### config.mk
export PLATFORM = sky130hd
export DESIGN_NAME = csr_file
export DESIGN_NICKNAME = d
export VERILOG_FILES = /design/src/csr_addr_pkg.sv /design/src/csr_fields_pkg.sv /design/src/csr_counter_if.sv /design/src/csr_access_decode.sv /design/src/csr_counter.sv /design/src/csr_file.sv /design/src/csr_read_mux.sv /design/src/csr_trap_regs.sv
export VERILOG_INCLUDE_DIRS = /design/src /design/src/src
export SDC_FILE = /design/constraint.sdc
export NUM_CORES = 2
export LEC_CHECK = 0
export ABC_AREA = 1
export BUFFER_PORTS_ARGS = -buffer_cell sky130_fd_sc_hd__buf_2
export CORE_UTILIZATION = 50
export CTS_CLUSTER_DIAMETER = 200
export CTS_CLUSTER_SIZE = 28
export DETAILED_ROUTE_END_ITERATION = 6
export GPL_ROUTABILITY_DRIVEN = 0
export PLACE_DENSITY_LB_ADDON = 0.1
export SETUP_SLACK_MARGIN = 0.4
export SLEW_MARGIN = 25
export SYNTH_ARGS = -nofsm -noshare
export SYNTH_HDL_FRONTEND = slang
export SYNTH_SLANG_ARGS = --single-unit
### constraint.sdc
create_clock -name CLK -period 3.39 [get_ports CLK]
set_clock_uncertainty 0.05 [all_clocks]
set_input_delay 0.339 -clock CLK [delete_from_list [all_inputs] [get_ports CLK]]
set_output_delay 0.339 -clock CLK [all_outputs]
set_load 0.01 [all_outputs]
### src/csr_settings.svh
// Global CSR file settings: data width, counter count, counter width and hart id
`ifndef CSR_SETTINGS_SVH
`define CSR_SETTINGS_SVH

// Data word width of the core
`define CSR_XLEN 32

// Counter slots: cycle, instret, hpm3, hpm4
`define CSR_NUM_COUNTERS 4

// Full width of each performance counter
`define CSR_CNT_WIDTH 64

// Value read back from mhartid
`define CSR_HART_ID 0

`endif

### src/csr_addr_pkg.sv
// CSR address constants, privilege level type and counter slot tables
`include "csr_settings.svh"

package csr_addr_pkg;

  typedef logic [11:0] csr_addr_t;

  typedef enum logic [1:0] {
    U_MODE        = 2'b00,
    S_MODE        = 2'b01,
    RESERVED_MODE = 2'b10,
    M_MODE        = 2'b11
  } priv_level_t;

  typedef logic [1:0] cnt_slot_t;

  // Machine information, all read-only
  localparam csr_addr_t MVENDORID_ADDR  = 12'hF11;
  localparam csr_addr_t MARCHID_ADDR    = 12'hF12;
  localparam csr_addr_t MIMPID_ADDR     = 12'hF13;
  localparam csr_addr_t MHARTID_ADDR    = 12'hF14;
  localparam csr_addr_t MCONFIGPTR_ADDR = 12'hF15;

  // Machine trap setup and handling
  localparam csr_addr_t MSTATUS_ADDR       = 12'h300;
  localparam csr_addr_t MISA_ADDR          = 12'h301;
  localparam csr_addr_t MIE_ADDR           = 12'h304;
  localparam csr_addr_t MTVEC_ADDR         = 12'h305;
  localparam csr_addr_t MCOUNTEREN_ADDR    = 12'h306;
  localparam csr_addr_t MSTATUSH_ADDR      = 12'h310;
  localparam csr_addr_t MCOUNTINHIBIT_ADDR = 12'h320;
  localparam csr_addr_t MSCRATCH_ADDR      = 12'h340;
  localparam csr_addr_t MEPC_ADDR          = 12'h341;
  localparam csr_addr_t MCAUSE_ADDR        = 12'h342;
  localparam csr_addr_t MTVAL_ADDR         = 12'h343;
  localparam csr_addr_t MIP_ADDR           = 12'h344;

  // User time view of external mtime
  localparam csr_addr_t TIME_ADDR  = 12'hC01;
  localparam csr_addr_t TIMEH_ADDR = 12'hC81;
  localparam int        TIME_BIT   = 1;     // mcounteren.tm

  // User counter view sits 0x100 above the machine one
  localparam csr_addr_t USER_CNT_OFFSET = 12'h100;

  // Slot order: cycle, instret, hpm3, hpm4
  localparam int CNT_SLOT_BIT [`CSR_NUM_COUNTERS] = '{0, 2, 3, 4};
  localparam csr_addr_t CNT_SLOT_LO_ADDR [`CSR_NUM_COUNTERS] =
    '{12'hB00, 12'hB02, 12'hB03, 12'hB04};
  localparam csr_addr_t CNT_SLOT_HI_ADDR [`CSR_NUM_COUNTERS] =
    '{12'hB80, 12'hB82, 12'hB83, 12'hB84};

endpackage

### src/csr_fields_pkg.sv
// Register field layouts, misa constant and the union that views a CSR data word
`include "csr_settings.svh"

package csr_fields_pkg;
  import csr_addr_pkg::*;

  typedef logic [`CSR_XLEN-1:0] csr_word_t;

  typedef enum logic [1:0] {
    DIRECT   = 2'b00,
    VECTORED = 2'b01
  } vector_mode_t;

  // Only M and U fields are live, S bits fold into reserved
  typedef struct packed {
    logic        sd;
    logic [8:0]  reserved_3;
    logic        tw;
    logic [2:0]  reserved_2;
    logic        mprv;
    logic [1:0]  xs;
    logic [1:0]  fs;
    priv_level_t mpp;
    logic [1:0]  vs;
    logic        reserved_1;
    logic        mpie;
    logic [2:0]  reserved_0b;
    logic        mie;
    logic [2:0]  reserved_0a;
  } mstatus_t;

  typedef struct packed {
    logic [29:0]  base;
    vector_mode_t mode;
  } mtvec_t;

  // Shared by mie and mip
  typedef struct packed {
    logic [19:0] reserved_hi;
    logic        meie;
    logic        reserved_10;
    logic        seie;
    logic        reserved_8;
    logic        mtie;
    logic        reserved_6;
    logic        stie;
    logic        reserved_4;
    logic        msie;
    logic        reserved_2;
    logic        ssie;
    logic        reserved_0;
  } mint_t;

  typedef struct packed {
    logic        interrupt;
    logic [30:0] cause;
  } mcause_t;

  // One merged write word, decoded by the addressed register
  typedef union packed {
    csr_word_t word;
    mstatus_t  mstatus;
    mtvec_t    mtvec;
    mint_t     mint;
    mcause_t   mcause;
  } csr_view_u;

  localparam csr_word_t MISA_RV32IU = 32'h4010_0100;   // MXL=1, U and I

endpackage

### src/csr_counter_if.sv
// Interface for one performance counter slot: write strobes, increment, inhibit, value
`include "csr_settings.svh"

interface csr_counter_if;
  logic                       wr_lo;    // Write low half
  logic                       wr_hi;    // Write high half
  logic [`CSR_XLEN-1:0]       wdata;
  logic                       inhibit;  // From mcountinhibit
  logic                       inc;      // Event this cycle
  logic [`CSR_CNT_WIDTH-1:0]  value;

  modport ctl (output wr_lo, wr_hi, wdata);
  modport cfg (output inhibit);
  modport src (output inc);
  modport cnt (input wr_lo, wr_hi, wdata, inhibit, inc, output value);
  modport rd  (input value);
endinterface

### src/csr_access_decode.sv
// CSR access decoder: operation merge, privilege and read-only check, write strobes
`include "csr_settings.svh"

module csr_access_decode
  import csr_addr_pkg::*;
  import csr_fields_pkg::*;
(
  input  csr_addr_t   csr_addr,
  input  logic        csr_write,
  input  logic        csr_set,
  input  logic        csr_clear,
  input  logic        csr_read_only,
  input  logic        valid_write,
  input  csr_word_t   new_csr_val,
  input  priv_level_t curr_privilege_level,
  input  csr_word_t   old_csr_val,
  output csr_view_u   merged_val,
  output logic        invalid_priv,
  output logic        we_mstatus,
  output logic        we_mtvec,
  output logic        we_mie,
  output logic        we_mip,
  output logic        we_mscratch,
  output logic        we_mepc,
  output logic        we_mcause,
  output logic        we_mtval,
  output logic        we_mcounteren,
  output logic        we_mcountinhibit,
  csr_counter_if.ctl  cnt_ifs [`CSR_NUM_COUNTERS]
);

  logic csr_op;
  logic ro_violation;
  logic priv_violation;
  logic wr_ok;

  assign csr_op = csr_write | csr_set | csr_clear;

  always_comb begin
    if (csr_set) begin
      merged_val.word = old_csr_val | new_csr_val;
    end else if (csr_clear) begin
      merged_val.word = old_csr_val & ~new_csr_val;
    end else begin
      merged_val.word = new_csr_val;    // Plain write
    end
  end

  // Top address bits 11 mark a read-only CSR
  assign ro_violation   = (csr_addr[11:10] == 2'b11) && !csr_read_only;
  assign priv_violation = csr_addr[9:8] > curr_privilege_level;
  assign invalid_priv   = csr_op & (ro_violation | priv_violation);

  assign wr_ok = valid_write & csr_op & ~csr_read_only & ~ro_violation & ~priv_violation;

  assign we_mstatus       = wr_ok && (csr_addr == MSTATUS_ADDR);
  assign we_mtvec         = wr_ok && (csr_addr == MTVEC_ADDR);
  assign we_mie           = wr_ok && (csr_addr == MIE_ADDR);
  assign we_mip           = wr_ok && (csr_addr == MIP_ADDR);
  assign we_mscratch      = wr_ok && (csr_addr == MSCRATCH_ADDR);
  assign we_mepc          = wr_ok && (csr_addr == MEPC_ADDR);
  assign we_mcause        = wr_ok && (csr_addr == MCAUSE_ADDR);
  assign we_mtval         = wr_ok && (csr_addr == MTVAL_ADDR);
  assign we_mcounteren    = wr_ok && (csr_addr == MCOUNTEREN_ADDR);
  assign we_mcountinhibit = wr_ok && (csr_addr == MCOUNTINHIBIT_ADDR);

  // Counter half writes, machine addresses only
  for (genvar i = 0; i < `CSR_NUM_COUNTERS; i++) begin : g_cnt_wr
    assign cnt_ifs[i].wr_lo = wr_ok && (csr_addr == CNT_SLOT_LO_ADDR[i]);
    assign cnt_ifs[i].wr_hi = wr_ok && (csr_addr == CNT_SLOT_HI_ADDR[i]);
    assign cnt_ifs[i].wdata = merged_val.word;
  end

  // The pipeline issues one CSR operation per instruction
  always_comb begin
    assert final ($onehot0({csr_write, csr_set, csr_clear}))
      else $error("csr_access_decode: several CSR operations at once");
  end

endmodule

### src/csr_counter.sv
// One 64-bit performance counter with inhibit, increment and half-word writes
`include "csr_settings.svh"

module csr_counter (
  input logic        CLK,
  input logic        nRST,
  csr_counter_if.cnt cif
);

  localparam int HALF = `CSR_XLEN;

  logic [`CSR_CNT_WIDTH-1:0] count;

  always_ff @(posedge CLK, negedge nRST) begin
    if (!nRST) begin
      count <= '0;
    end else if (cif.wr_lo) begin
      count <= {count[`CSR_CNT_WIDTH-1:HALF], cif.wdata};  // Upper half kept
    end else if (cif.wr_hi) begin
      count <= {cif.wdata, count[HALF-1:0]};
    end else if (!cif.inhibit) begin
      count <= count + `CSR_CNT_WIDTH'(cif.inc);
    end
  end

  assign cif.value = count;

  // Decoder maps each address to one half only
  a_one_half: assert property (@(posedge CLK) disable iff (!nRST)
    !(cif.wr_lo && cif.wr_hi))
    else $error("csr_counter: both halves written in one cycle");

endmodule

### src/csr_file.sv
// Machine-mode CSR file top: access decode, trap registers, counters and read mux
`include "csr_settings.svh"

module csr_file
  import csr_addr_pkg::*;
  import csr_fields_pkg::*;
(
  input  logic                         CLK,
  input  logic                         nRST,
  input  logic [`CSR_CNT_WIDTH-1:0]    mtime,
  input  csr_addr_t                    csr_addr,
  input  logic                         csr_write,
  input  logic                         csr_set,
  input  logic                         csr_clear,
  input  logic                         csr_read_only,
  input  logic                         valid_write,
  input  csr_word_t                    new_csr_val,
  input  priv_level_t                  curr_privilege_level,
  input  logic                         inst_ret,
  input  logic [`CSR_NUM_COUNTERS-3:0] hpm_inc,
  input  logic                         inject_mstatus,
  input  mstatus_t                     next_mstatus,
  input  logic                         inject_mepc,
  input  csr_word_t                    next_mepc,
  input  logic                         inject_mcause,
  input  mcause_t                      next_mcause,
  input  logic                         inject_mtval,
  input  csr_word_t                    next_mtval,
  input  logic                         inject_mip,
  input  mint_t                        next_mip,
  output csr_word_t                    old_csr_val,
  output logic                         invalid_csr,
  output mstatus_t                     curr_mstatus,
  output mtvec_t                       curr_mtvec,
  output mint_t                        curr_mie,
  output mint_t                        curr_mip,
  output csr_word_t                    curr_mepc,
  output mcause_t                      curr_mcause
);

  csr_view_u merged_val;
  logic      invalid_priv;
  logic      invalid_addr;
  logic      we_mstatus;
  logic      we_mtvec;
  logic      we_mie;
  logic      we_mip;
  logic      we_mscratch;
  logic      we_mepc;
  logic      we_mcause;
  logic      we_mtval;
  logic      we_mcounteren;
  logic      we_mcountinhibit;
  csr_word_t mscratch;
  csr_word_t mtval;
  csr_word_t mcounteren;
  csr_word_t mcountinhibit;

  csr_counter_if cnt_ifs [`CSR_NUM_COUNTERS] ();

  csr_access_decode u_decode (
    .csr_addr, .csr_write, .csr_set, .csr_clear, .csr_read_only, .valid_write,
    .new_csr_val, .curr_privilege_level, .old_csr_val, .merged_val, .invalid_priv,
    .we_mstatus, .we_mtvec, .we_mie, .we_mip, .we_mscratch, .we_mepc, .we_mcause,
    .we_mtval, .we_mcounteren, .we_mcountinhibit, .cnt_ifs(cnt_ifs)
  );

  csr_trap_regs u_trap_regs (
    .CLK, .nRST, .merged_val, .new_csr_val,
    .we_mstatus, .we_mtvec, .we_mie, .we_mip, .we_mscratch, .we_mepc, .we_mcause,
    .we_mtval, .we_mcounteren, .we_mcountinhibit,
    .inject_mstatus, .next_mstatus, .inject_mepc, .next_mepc,
    .inject_mcause, .next_mcause, .inject_mtval, .next_mtval,
    .inject_mip, .next_mip,
    .mstatus(curr_mstatus), .mtvec(curr_mtvec), .mie(curr_mie), .mip(curr_mip),
    .mscratch, .mepc(curr_mepc), .mcause(curr_mcause), .mtval,
    .mcounteren, .mcountinhibit, .cnt_ifs(cnt_ifs)
  );

  csr_read_mux u_read_mux (
    .csr_addr, .curr_privilege_level, .csr_write, .csr_set, .csr_clear, .mtime,
    .mstatus(curr_mstatus), .mtvec(curr_mtvec), .mie(curr_mie), .mip(curr_mip),
    .mscratch, .mepc(curr_mepc), .mcause(curr_mcause), .mtval,
    .mcounteren, .mcountinhibit, .cnt_ifs(cnt_ifs), .old_csr_val, .invalid_addr
  );

  // Slot 0 counts cycles, slot 1 retired instructions, the rest hpm events
  for (genvar i = 0; i < `CSR_NUM_COUNTERS; i++) begin : g_cnt
    if (i == 0) begin : g_cycle
      assign cnt_ifs[i].inc = 1'b1;
    end else if (i == 1) begin : g_instret
      assign cnt_ifs[i].inc = inst_ret;
    end else begin : g_hpm
      assign cnt_ifs[i].inc = hpm_inc[i-2];
    end
    csr_counter u_counter (.CLK, .nRST, .cif(cnt_ifs[i]));
  end

  assign invalid_csr = invalid_priv | invalid_addr;

endmodule

### src/csr_read_mux.sv
// CSR read-back: old-value select, mcounteren gating and unknown-address flag
`include "csr_settings.svh"

module csr_read_mux
  import csr_addr_pkg::*;
  import csr_fields_pkg::*;
(
  input  csr_addr_t                 csr_addr,
  input  priv_level_t               curr_privilege_level,
  input  logic                      csr_write,
  input  logic                      csr_set,
  input  logic                      csr_clear,
  input  logic [`CSR_CNT_WIDTH-1:0] mtime,
  input  mstatus_t                  mstatus,
  input  mtvec_t                    mtvec,
  input  mint_t                     mie,
  input  mint_t                     mip,
  input  csr_word_t                 mscratch,
  input  csr_word_t                 mepc,
  input  mcause_t                   mcause,
  input  csr_word_t                 mtval,
  input  csr_word_t                 mcounteren,
  input  csr_word_t                 mcountinhibit,
  csr_counter_if.rd                 cnt_ifs [`CSR_NUM_COUNTERS],
  output csr_word_t                 old_csr_val,
  output logic                      invalid_addr
);

  logic [`CSR_CNT_WIDTH-1:0] cnt_val [`CSR_NUM_COUNTERS];
  logic      user_mode;
  logic      cnt_lo;
  logic      cnt_hi;
  logic      cnt_user;
  cnt_slot_t slot;
  logic      known;
  logic      gated;

  for (genvar i = 0; i < `CSR_NUM_COUNTERS; i++) begin : g_val
    assign cnt_val[i] = cnt_ifs[i].value;
  end

  assign user_mode = curr_privilege_level != M_MODE;
  assign cnt_user  = csr_addr[11:8] == 4'hC;

  // Find the counter slot behind a machine or user counter address
  always_comb begin
    cnt_lo = 1'b0;
    cnt_hi = 1'b0;
    slot   = '0;
    for (int i = 0; i < `CSR_NUM_COUNTERS; i++) begin
      if (csr_addr == CNT_SLOT_LO_ADDR[i] ||
          csr_addr == CNT_SLOT_LO_ADDR[i] + USER_CNT_OFFSET) begin
        cnt_lo = 1'b1;
        slot   = cnt_slot_t'(i);
      end
      if (csr_addr == CNT_SLOT_HI_ADDR[i] ||
          csr_addr == CNT_SLOT_HI_ADDR[i] + USER_CNT_OFFSET) begin
        cnt_hi = 1'b1;
        slot   = cnt_slot_t'(i);
      end
    end
  end

  always_comb begin
    old_csr_val = '0;
    known       = 1'b1;
    gated       = 1'b0;
    case (csr_addr)
      MVENDORID_ADDR, MARCHID_ADDR, MIMPID_ADDR,
      MCONFIGPTR_ADDR, MSTATUSH_ADDR: old_csr_val = '0;
      MHARTID_ADDR:       old_csr_val = csr_word_t'(`CSR_HART_ID);
      MISA_ADDR:          old_csr_val = MISA_RV32IU;
      MSTATUS_ADDR:       old_csr_val = mstatus;
      MTVEC_ADDR:         old_csr_val = mtvec;
      MIE_ADDR:           old_csr_val = mie;
      MIP_ADDR:           old_csr_val = mip;
      MSCRATCH_ADDR:      old_csr_val = mscratch;
      MEPC_ADDR:          old_csr_val = mepc;
      MCAUSE_ADDR:        old_csr_val = mcause;
      MTVAL_ADDR:         old_csr_val = mtval;
      MCOUNTEREN_ADDR:    old_csr_val = mcounteren;
      MCOUNTINHIBIT_ADDR: old_csr_val = mcountinhibit;
      TIME_ADDR, TIMEH_ADDR: begin
        gated       = user_mode & ~mcounteren[TIME_BIT];
        old_csr_val = csr_addr[7] ? mtime[63:32] : mtime[31:0];
      end
      default: begin
        if (cnt_lo || cnt_hi) begin
          gated       = cnt_user & user_mode & ~mcounteren[CNT_SLOT_BIT[slot]];
          old_csr_val = cnt_hi ? cnt_val[slot][63:32] : cnt_val[slot][31:0];
        end else begin
          known = 1'b0;   // Nothing lives here
        end
      end
    endcase
    if (gated) old_csr_val = '0;  // Hide value from U mode
  end

  assign invalid_addr = gated | (~known & (csr_write | csr_set | csr_clear));

endmodule

### src/csr_trap_regs.sv
// Machine trap setup and handling registers with WARL legalization and trap injection
`include "csr_settings.svh"

module csr_trap_regs
  import csr_addr_pkg::*;
  import csr_fields_pkg::*;
(
  input  logic        CLK,
  input  logic        nRST,
  input  csr_view_u   merged_val,
  input  csr_word_t   new_csr_val,
  input  logic        we_mstatus,
  input  logic        we_mtvec,
  input  logic        we_mie,
  input  logic        we_mip,
  input  logic        we_mscratch,
  input  logic        we_mepc,
  input  logic        we_mcause,
  input  logic        we_mtval,
  input  logic        we_mcounteren,
  input  logic        we_mcountinhibit,
  input  logic        inject_mstatus,
  input  mstatus_t    next_mstatus,
  input  logic        inject_mepc,
  input  csr_word_t   next_mepc,
  input  logic        inject_mcause,
  input  mcause_t     next_mcause,
  input  logic        inject_mtval,
  input  csr_word_t   next_mtval,
  input  logic        inject_mip,
  input  mint_t       next_mip,
  output mstatus_t    mstatus,
  output mtvec_t      mtvec,
  output mint_t       mie,
  output mint_t       mip,
  output csr_word_t   mscratch,
  output csr_word_t   mepc,
  output mcause_t     mcause,
  output csr_word_t   mtval,
  output csr_word_t   mcounteren,
  output csr_word_t   mcountinhibit,
  csr_counter_if.cfg  cnt_ifs [`CSR_NUM_COUNTERS]
);

  mstatus_t  mstatus_n;
  mtvec_t    mtvec_n;
  mint_t     mie_n;
  mint_t     mip_n;
  csr_word_t mscratch_n;
  csr_word_t mepc_n;
  mcause_t   mcause_n;
  csr_word_t mtval_n;

  // Keep only the machine-level interrupt bits
  function automatic mint_t m_bits_only(mint_t v);
    mint_t r;
    r      = '0;
    r.msie = v.msie;
    r.mtie = v.mtie;
    r.meie = v.meie;
    return r;
  endfunction

  always_comb begin
    mstatus_n  = mstatus;
    mtvec_n    = mtvec;
    mie_n      = mie;
    mip_n      = mip;
    mscratch_n = mscratch;
    mepc_n     = mepc;
    mcause_n   = mcause;
    mtval_n    = mtval;

    if (we_mstatus) begin
      mstatus_n.mie  = merged_val.mstatus.mie;
      mstatus_n.mpie = merged_val.mstatus.mpie;
      mstatus_n.mprv = merged_val.mstatus.mprv;
      mstatus_n.tw   = merged_val.mstatus.tw;
      // S and reserved fold to U
      mstatus_n.mpp  = (merged_val.mstatus.mpp == M_MODE) ? M_MODE : U_MODE;
    end
    if (we_mtvec) begin
      mtvec_n.base = merged_val.mtvec.base;
      mtvec_n.mode = (new_csr_val[1:0] > 2'b01) ? DIRECT : merged_val.mtvec.mode;
    end
    if (we_mie)      mie_n      = m_bits_only(merged_val.mint);
    if (we_mip)      mip_n      = m_bits_only(merged_val.mint);
    if (we_mscratch) mscratch_n = merged_val.word;
    if (we_mepc)     mepc_n     = merged_val.word;
    if (we_mcause)   mcause_n   = merged_val.mcause;
    if (we_mtval)    mtval_n    = merged_val.word;

    // Trap handler wins over the CSR instruction
    if (inject_mstatus) mstatus_n = next_mstatus;
    if (inject_mepc)    mepc_n    = next_mepc;
    if (inject_mcause)  mcause_n  = next_mcause;
    if (inject_mtval)   mtval_n   = next_mtval;
    if (inject_mip)     mip_n     = next_mip;

    mstatus_n.sd = (&mstatus_n.fs) | (&mstatus_n.vs) | (&mstatus_n.xs);
  end

  always_ff @(posedge CLK, negedge nRST) begin
    if (!nRST) begin
      mstatus       <= '0;
      mstatus.tw    <= 1'b1;
      mstatus.mpp   <= U_MODE;
      mtvec         <= '0;
      mie           <= '0;
      mip           <= '0;
      mscratch      <= '0;
      mepc          <= '0;
      mcause        <= '0;
      mtval         <= '0;
      mcounteren    <= '1;   // All counters visible to U mode
      mcountinhibit <= '0;
    end else begin
      mstatus  <= mstatus_n;
      mtvec    <= mtvec_n;
      mie      <= mie_n;
      mip      <= mip_n;
      mscratch <= mscratch_n;
      mepc     <= mepc_n;
      mcause   <= mcause_n;
      mtval    <= mtval_n;
      if (we_mcounteren)    mcounteren    <= merged_val.word;
      if (we_mcountinhibit) mcountinhibit <= merged_val.word;
    end
  end

  for (genvar i = 0; i < `CSR_NUM_COUNTERS; i++) begin : g_inhibit
    assign cnt_ifs[i].inhibit = mcountinhibit[CNT_SLOT_BIT[i]];
  end

  a_mtvec_mode: assert property (@(posedge CLK) disable iff (!nRST)
    mtvec.mode <= VECTORED)
    else $error("csr_trap_regs: illegal mtvec mode %0d", mtvec.mode);

endmodule

---- After elaboration in Yosys (flattened, before gate mapping) ----
Index checks and enable logic that the tools add are counted.
cells by class
  add/sub/neg operators ................... 4
  multipliers ............................. 0
  divide/modulo/power cells ............... 0
  $lt $le $gt $ge ......................... 4
  equality and inequality tests ........... 51
  shift operators ......................... 0
  mux-type cells .......................... 62
  bitwise gates (word level) .............. 30
  reductions and logical operators ........ 49
operators with widths
  cell                   number
  $mux 32                20
  $mux 64                10
  $pmux 32 s13           1
  $eq 12x12->1 const B   23
  $add 64x1->64          3
  $eq 12x10->1 const B   12
  $bmux 64 s2            1
  $add 64x1->64 const B  1
  $bmux 32 s2            1
  $and 32x32->32         1
  $lt 32x7->1 const B    1
  $not 32->32            1
  $or 32x32->32          1
  $ne 2x2->1 const B     13
  $mux 22                1
  $reduce_and 2->1       11
  $logic_and 1x1->1      19
  $mux 1                 19
  $reduce_or 19->1       1
  $reduce_or 17->1       1
  $mux 2                 7
  $not 1->1              10
  $reduce_bool 2->1      5
  $and 1x1->1            9
  other kinds (13)       28
word-level totals
  flip-flop bits (word level) ............. 547
  bits in latches ......................... 0
  bits in writable memories ............... 0
  memory bits (read-only) ................. 0
  output and inout port bits .............. 225
  word-level logic and storage cells ...... 247
  memories ................................ 0

---- Depth between registers and ports, before layout ----
  depth after elaboration ................. 30
  gate-level depth with buffers ........... 20
  gate-level depth less buffers ........... 19

---- Cells and area by module ----
Synthesis repeated with hierarchy kept, for this count alone.
second synthesis, totals
  cells, all modules ...................... 6514
  area total of the unflattened synthesis .. 41089.4 sq um
by module, submodules not included
  module             instances  cells each  area each (sq um)  seq. area each (sq um)
  csr_counter        4          896         5228.8             1601.5
  csr_trap_regs      1          1083        11715.0            7323.3
  csr_read_mux       1          1545        6681.4             0.0
  csr_access_decode  1          298         1762.9             0.0
  csr_file           1          4           15.0               0.0

---- Worst setup path after synthesis ----
OpenSTA, ideal clock, no wires.
  kind .................................... input-to-output
  from .................................... input csr_addr[7]
  to ...................................... output old_csr_val[30]
  data arrival time ....................... 2227 ps
  setup slack ............................. 774 ps
  stages .................................. 16
  buffers on the path ..................... 3
  cell sequence ........................... buf_4 > nor2_4 > nand2_2 > inv_2 > nand2_1 > nand2_2 > nand2_4 > a21boi_1 > nand2_1 > nand3_1 > nand2_4 > nand2_8 > buf_4 > buf_2 > o41ai_1 > a21oi_1
between the ends
  word-level cells in the longest chain between the ends .. 20
ends and longest elaborated chain
  element                                      line                                    RTL
  from (decl)                                  csr_file.sv:11                          input csr_addr_t csr_addr,
  $eq 12x12->1 (on tied branches)              csr_read_mux.sv:51, csr_read_mux.sv:52
  $logic_or 1x1->1                             csr_read_mux.sv:51                      if (csr_addr == CNT_SLOT_LO_ADDR[i] ||
  $mux 1                                       csr_read_mux.sv:51
  $mux 1                                       csr_read_mux.sv:56                      if (csr_addr == CNT_SLOT_HI_ADDR[i] ||
  $mux 2                                       csr_read_mux.sv:51
  $mux 2                                       csr_read_mux.sv:56
  $mux 2                                       csr_read_mux.sv:51
  $mux 2                                       csr_read_mux.sv:56
  (+2 left out)                                n/a
  $mux 32 (not written as such) (2 in series)  csr_read_mux.sv:89                      gated = cnt_user & user_mode & ~mcounteren[CNT_SLOT_BIT[slot]];
  $bmux 1 s5                                   csr_read_mux.sv:89
  $mux 1 (not written as such) (2 in series)   csr_read_mux.sv:89
  $not 1->1                                    csr_read_mux.sv:89
  $and 1x1->1                                  csr_read_mux.sv:89
  $mux 1                                       csr_read_mux.sv:88                      if (cnt_lo || cnt_hi) begin
  $pmux 1 s2                                   csr_read_mux.sv:68                      case (csr_addr)
  $mux 32 (*)                                  csr_read_mux.sv:96                      if (gated) old_csr_val = '0;
  to (decl)                                    csr_file.sv:31                          output csr_word_t old_csr_val,
Mark *: on every way between the ends. The rest lies on a longest branch, timed or not. The select of a mux whose other input is x is not followed.

---- Worst setup path after layout ----
  from .................................... input csr_addr[2]
  to ...................................... output old_csr_val[26]
Same word-level chain as after synthesis.

==> impl_metrics.tcl <==
set metrics [dict create \
    status "complete, but fails checks" \
    violations "design-rule violations" \
    placementRows 102 \
    startpoint_type "input pin" \
    drive_above_1_share 0.174 \
    crit_chain "buf_2 > inv_2 > nand2_2 > nor2_4 > buf_4 > nand3_2 > nand2_1 > nor2_1 > nand2_1 > nor2_2 > nand2_4 > a21oi_4 > buf_12 > nand2_4 > and3_4 > buf_12 > buf_2" \
    route.detailed.drc 12 \
    synth_top_area_share 0.327 \
    portBuffers 479 \
    multi_input_area_um2 22300 \
    area_growth_pct 23.1 \
    synth-seq-cells 547 \
    n_fill_cell 7306 \
    cp_max_fo 7 \
    placed_cells_incl_taps 7526 \
    wl_um 198000 \
    clkTransAtPathRegs_ns 0.12 \
    syn_area_um2 39300 \
    cts_tree "done" \
    worstSkewPairLatency_ns 0.66 \
    start_util 0.506 \
    synth_edf_count 0 \
    period_share 0.920 \
    fin_tns_setup_ns 0 \
    ioPinCount 510 \
    hold_violations 0 \
    avgSynthCellArea_um2 6.53 \
    ys.flop_type "dfrtp_1" \
    max_stage_delay_ns 0.25 \
    cts_root_buf "clkbuf_16" \
    vias 47423 \
    cp.arrival_ns 2.73 \
    critPathSlowestCell "and3_4" \
    grt_usage 0.488 \
    ff_latch_area_um2 13700 \
    rsz0062_at_grt "yes" \
    hold_path_class "in -> reg" \
    hp-start "inject_mepc" \
    path_delay_family "simple AND/OR/NAND/NOR gates" \
    fin_util 0.624 \
    slew-limit-headroom 0.212 \
    crit_path_start "csr_addr[2]" \
    p_per_area_nw_per_um2 262 \
    synthTopCellsByArea "dfrtp_1, nand2_1, nand3_1" \
    r2r-start "g_cnt[0].u_counter.cif.value[0]$_DFFE_PN0P_" \
    drv_cap 0 \
    seq_area_frac_synth 0.349 \
    crit_required_ns 3.00 \
    ant_nets 0 \
    via_per_inst 6.09 \
    drv_slew 0 \
    synth_top_area_cell "dfrtp_1" \
    final_cells 7787 \
    dr.pass1.iters 7 \
    die_h_um 282 \
    worstMarginPinSlew_ns 1.17 \
    grt_first_pass_wirelength_um 285000 \
    wire_per_inst_um 25.5 \
    hpwl_um 149000 \
    dr.first_iter.drc_count 7270 \
    grt_pass1_vias 43647 \
    clockBufferDepth 3 \
    die_w_um 282 \
    placedInstanceArea_um2 44800 \
    grt_antenna_before_repair 12 \
    endpoint_kind "primary output" \
    synth_cells 6015 \
    crit_buf_inv 6 \
    die_area_um2 79700 \
    min_period_ns 3.12 \
    cts.sinks 547 \
    max-vdd-ir-drop_v 0.000383 \
    ys_async_sr_fraction 1.00 \
    fp.coreArea_um2 77600 \
    numCtsBuffers 23 \
    final_cell_area_um2 48400 \
    criticalPathCategory "in -> out" \
    yosysWarnings 0 \
    setup_violations 0 \
    yosysUniqueCellTypes 59 \
    total_power_mw 12.7 \
    grt_overflow 0 \
    nets 7015 \
    leakagePower_nw 23.8 \
    grt_max_degree 78 \
    htree_levels 1 \
    max_freq_mhz 321 \
]
-- registers in the layout, indices dropped and copies added, names as in the netlist --
name,flops
u_trap_regs.mtvec,32
u_trap_regs.mip,32
u_trap_regs.mtval,32
u_trap_regs.mepc,32
g_cnt.u_counter.cif.value,256
u_trap_regs.mcountinhibit,32
u_trap_regs.mie,3
u_trap_regs.mstatus,32
u_trap_regs.mcause,32
u_trap_regs.mcounteren,32
u_trap_regs.mscratch,32
-- worst register-to-register path, cell delays in order (launching register included) --
cell	delay (ns)
dfrtp_1	0.51
ha_1	0.24
nand3_1	0.17
nor3_2	0.18
nand2_1	0.19
nor2_1	0.25
nand2_1	0.21
nor2_1	0.18
nand4_1	0.19
nor2_1	0.24
xor2_1	0.09
o21ai_0	0.16
inv_1	0.06
nand2_1	0.07
nand2_1	0.05
-- final timing paths --
kind	end	slack, ns	depth (start not counted)
max in group asynchronous	u_trap_regs.mepc[30]$_DFFE_PN0P_	2.01	3
min in group asynchronous	g_cnt[1].u_counter.cif.value[2]$_DFFE_PN0P_	0.24	2
hold reg to reg	u_trap_regs.mcounteren[6]$_DFFE_PN1P_	0.44	2
hold / removal	u_trap_regs.mepc[0]$_DFFE_PN0P_	0.02	3
setup reg to reg	g_cnt[0].u_counter.cif.value[46]$_DFFE_PN0P_	0.48	14
setup / recovery	old_csr_val[26]	0.27	17
-- per-stage QoR --
step / hold slack, ns / setup WS, ns
after floorplan: -0.00659 / 0.774
after global placement: 0.343 / 0.152
after detailed placement: 0.349 / 0.0907
after CTS: 0.00398 / 0.343
after global routing: 0.0355 / 0.240
final: 0.0217 / 0.271
-- placed cells by master, fill, tap and decap left out, types with 16 or more instances in the layout --
cell and count:
nand2_1 1984, inv_1 718, nand3_1 687, dfrtp_1 513, buf_2 477, nor2_1 360
buf_4 230, o21ai_0 222, nor3_1 198, dlygate4sd3_1 158, xor2_1 119, nand4_1 113
o22ai_1 86, buf_12 83, o21ai_1 82, nand2_2 52, xnor2_1 40, nand3_2 37
dfstp_2 33, nor4_1 32, nor2_2 29, a21oi_1 29, conb_1 29, nor2_4 28
and3_1 26, clkbuf_16 26, or2_2 24, mux2i_1 23, nand4_4 23, a221oi_1 21
inv_2 20, o211ai_1 20, o31ai_1 20, clkbuf_1 16
-- power breakdown --
| group | internal (mW) | switching [mW] |
|---|---|---|
| combinational | 0.689 | 1.29 |
| sequential | 6.73 | 0.248 |
| clock | 1.33 | 2.40 |
| total | 8.74 | 3.94 |
-- metal layers --
| layer | track usage | part of all wire | vias up |
|---|---|---|---|
| li1 | - | - | 20735 |
| met1 | 0.636 | 0.36 | 21868 |
| met2 | 0.684 | 0.40 | 3945 |
| met3 | 0.185 | 0.17 | 871 |
| met4 | 0.289 | 0.076 | 4 |
| met5 | 0 | 0.00011 | - |
-- Yosys cell counts, types with 33 or more instances --
cell type / count
a21oi_1: 38
and3_1: 36
buf_2: 58
buf_4: 64
clkbuf_1: 167
dfrtp_1: 514
dfstp_2: 33
inv_1: 719
nand2_1: 2024
nand3_1: 726
nand4_1: 113
nor2_1: 394
nor3_1: 207
o21ai_0: 229
o21ai_1: 80
o22ai_1: 99
xnor2_1: 40
xor2_1: 119
-- logic make-up after synthesis --
group / after synthesis / share of synthesized area
xor gates and xnor gates: 159 / 0.0354
DFF: 547 / 0.349
other: 1 / 0.0000954
and+or+nand+nor: 3665 / 0.414
muxes: 23 / 0.00586
AOI/OAI and AO/OA: 552 / 0.0815
adders and majority gates: 9 / 0.00287
buffers and inverters: 1059 / 0.111
-- cell type report --
class                           instances  share of cell area
Sequential cell                       547               0.284
Tap cell                             1040              0.0269
Antenna cell                           10            0.000517
Timing Repair Buffer                  963               0.157
Inverter                              744              0.0580
Multi-Input combinational cell       4442               0.460
Clock buffer                           39              0.0131
Clock inverter                          2            0.000750
-- timing repair --
action,in CTS,in global routing
endpoints found under the hold margin,215,0
cloned,2,6
hold buffers,158,0
setup endpoints to repair,32,70
pin swaps,12,27
gates resized for setup,53,156
buffers inserted,11,32
No activity file was read; power rests on OpenSTA's default activity.
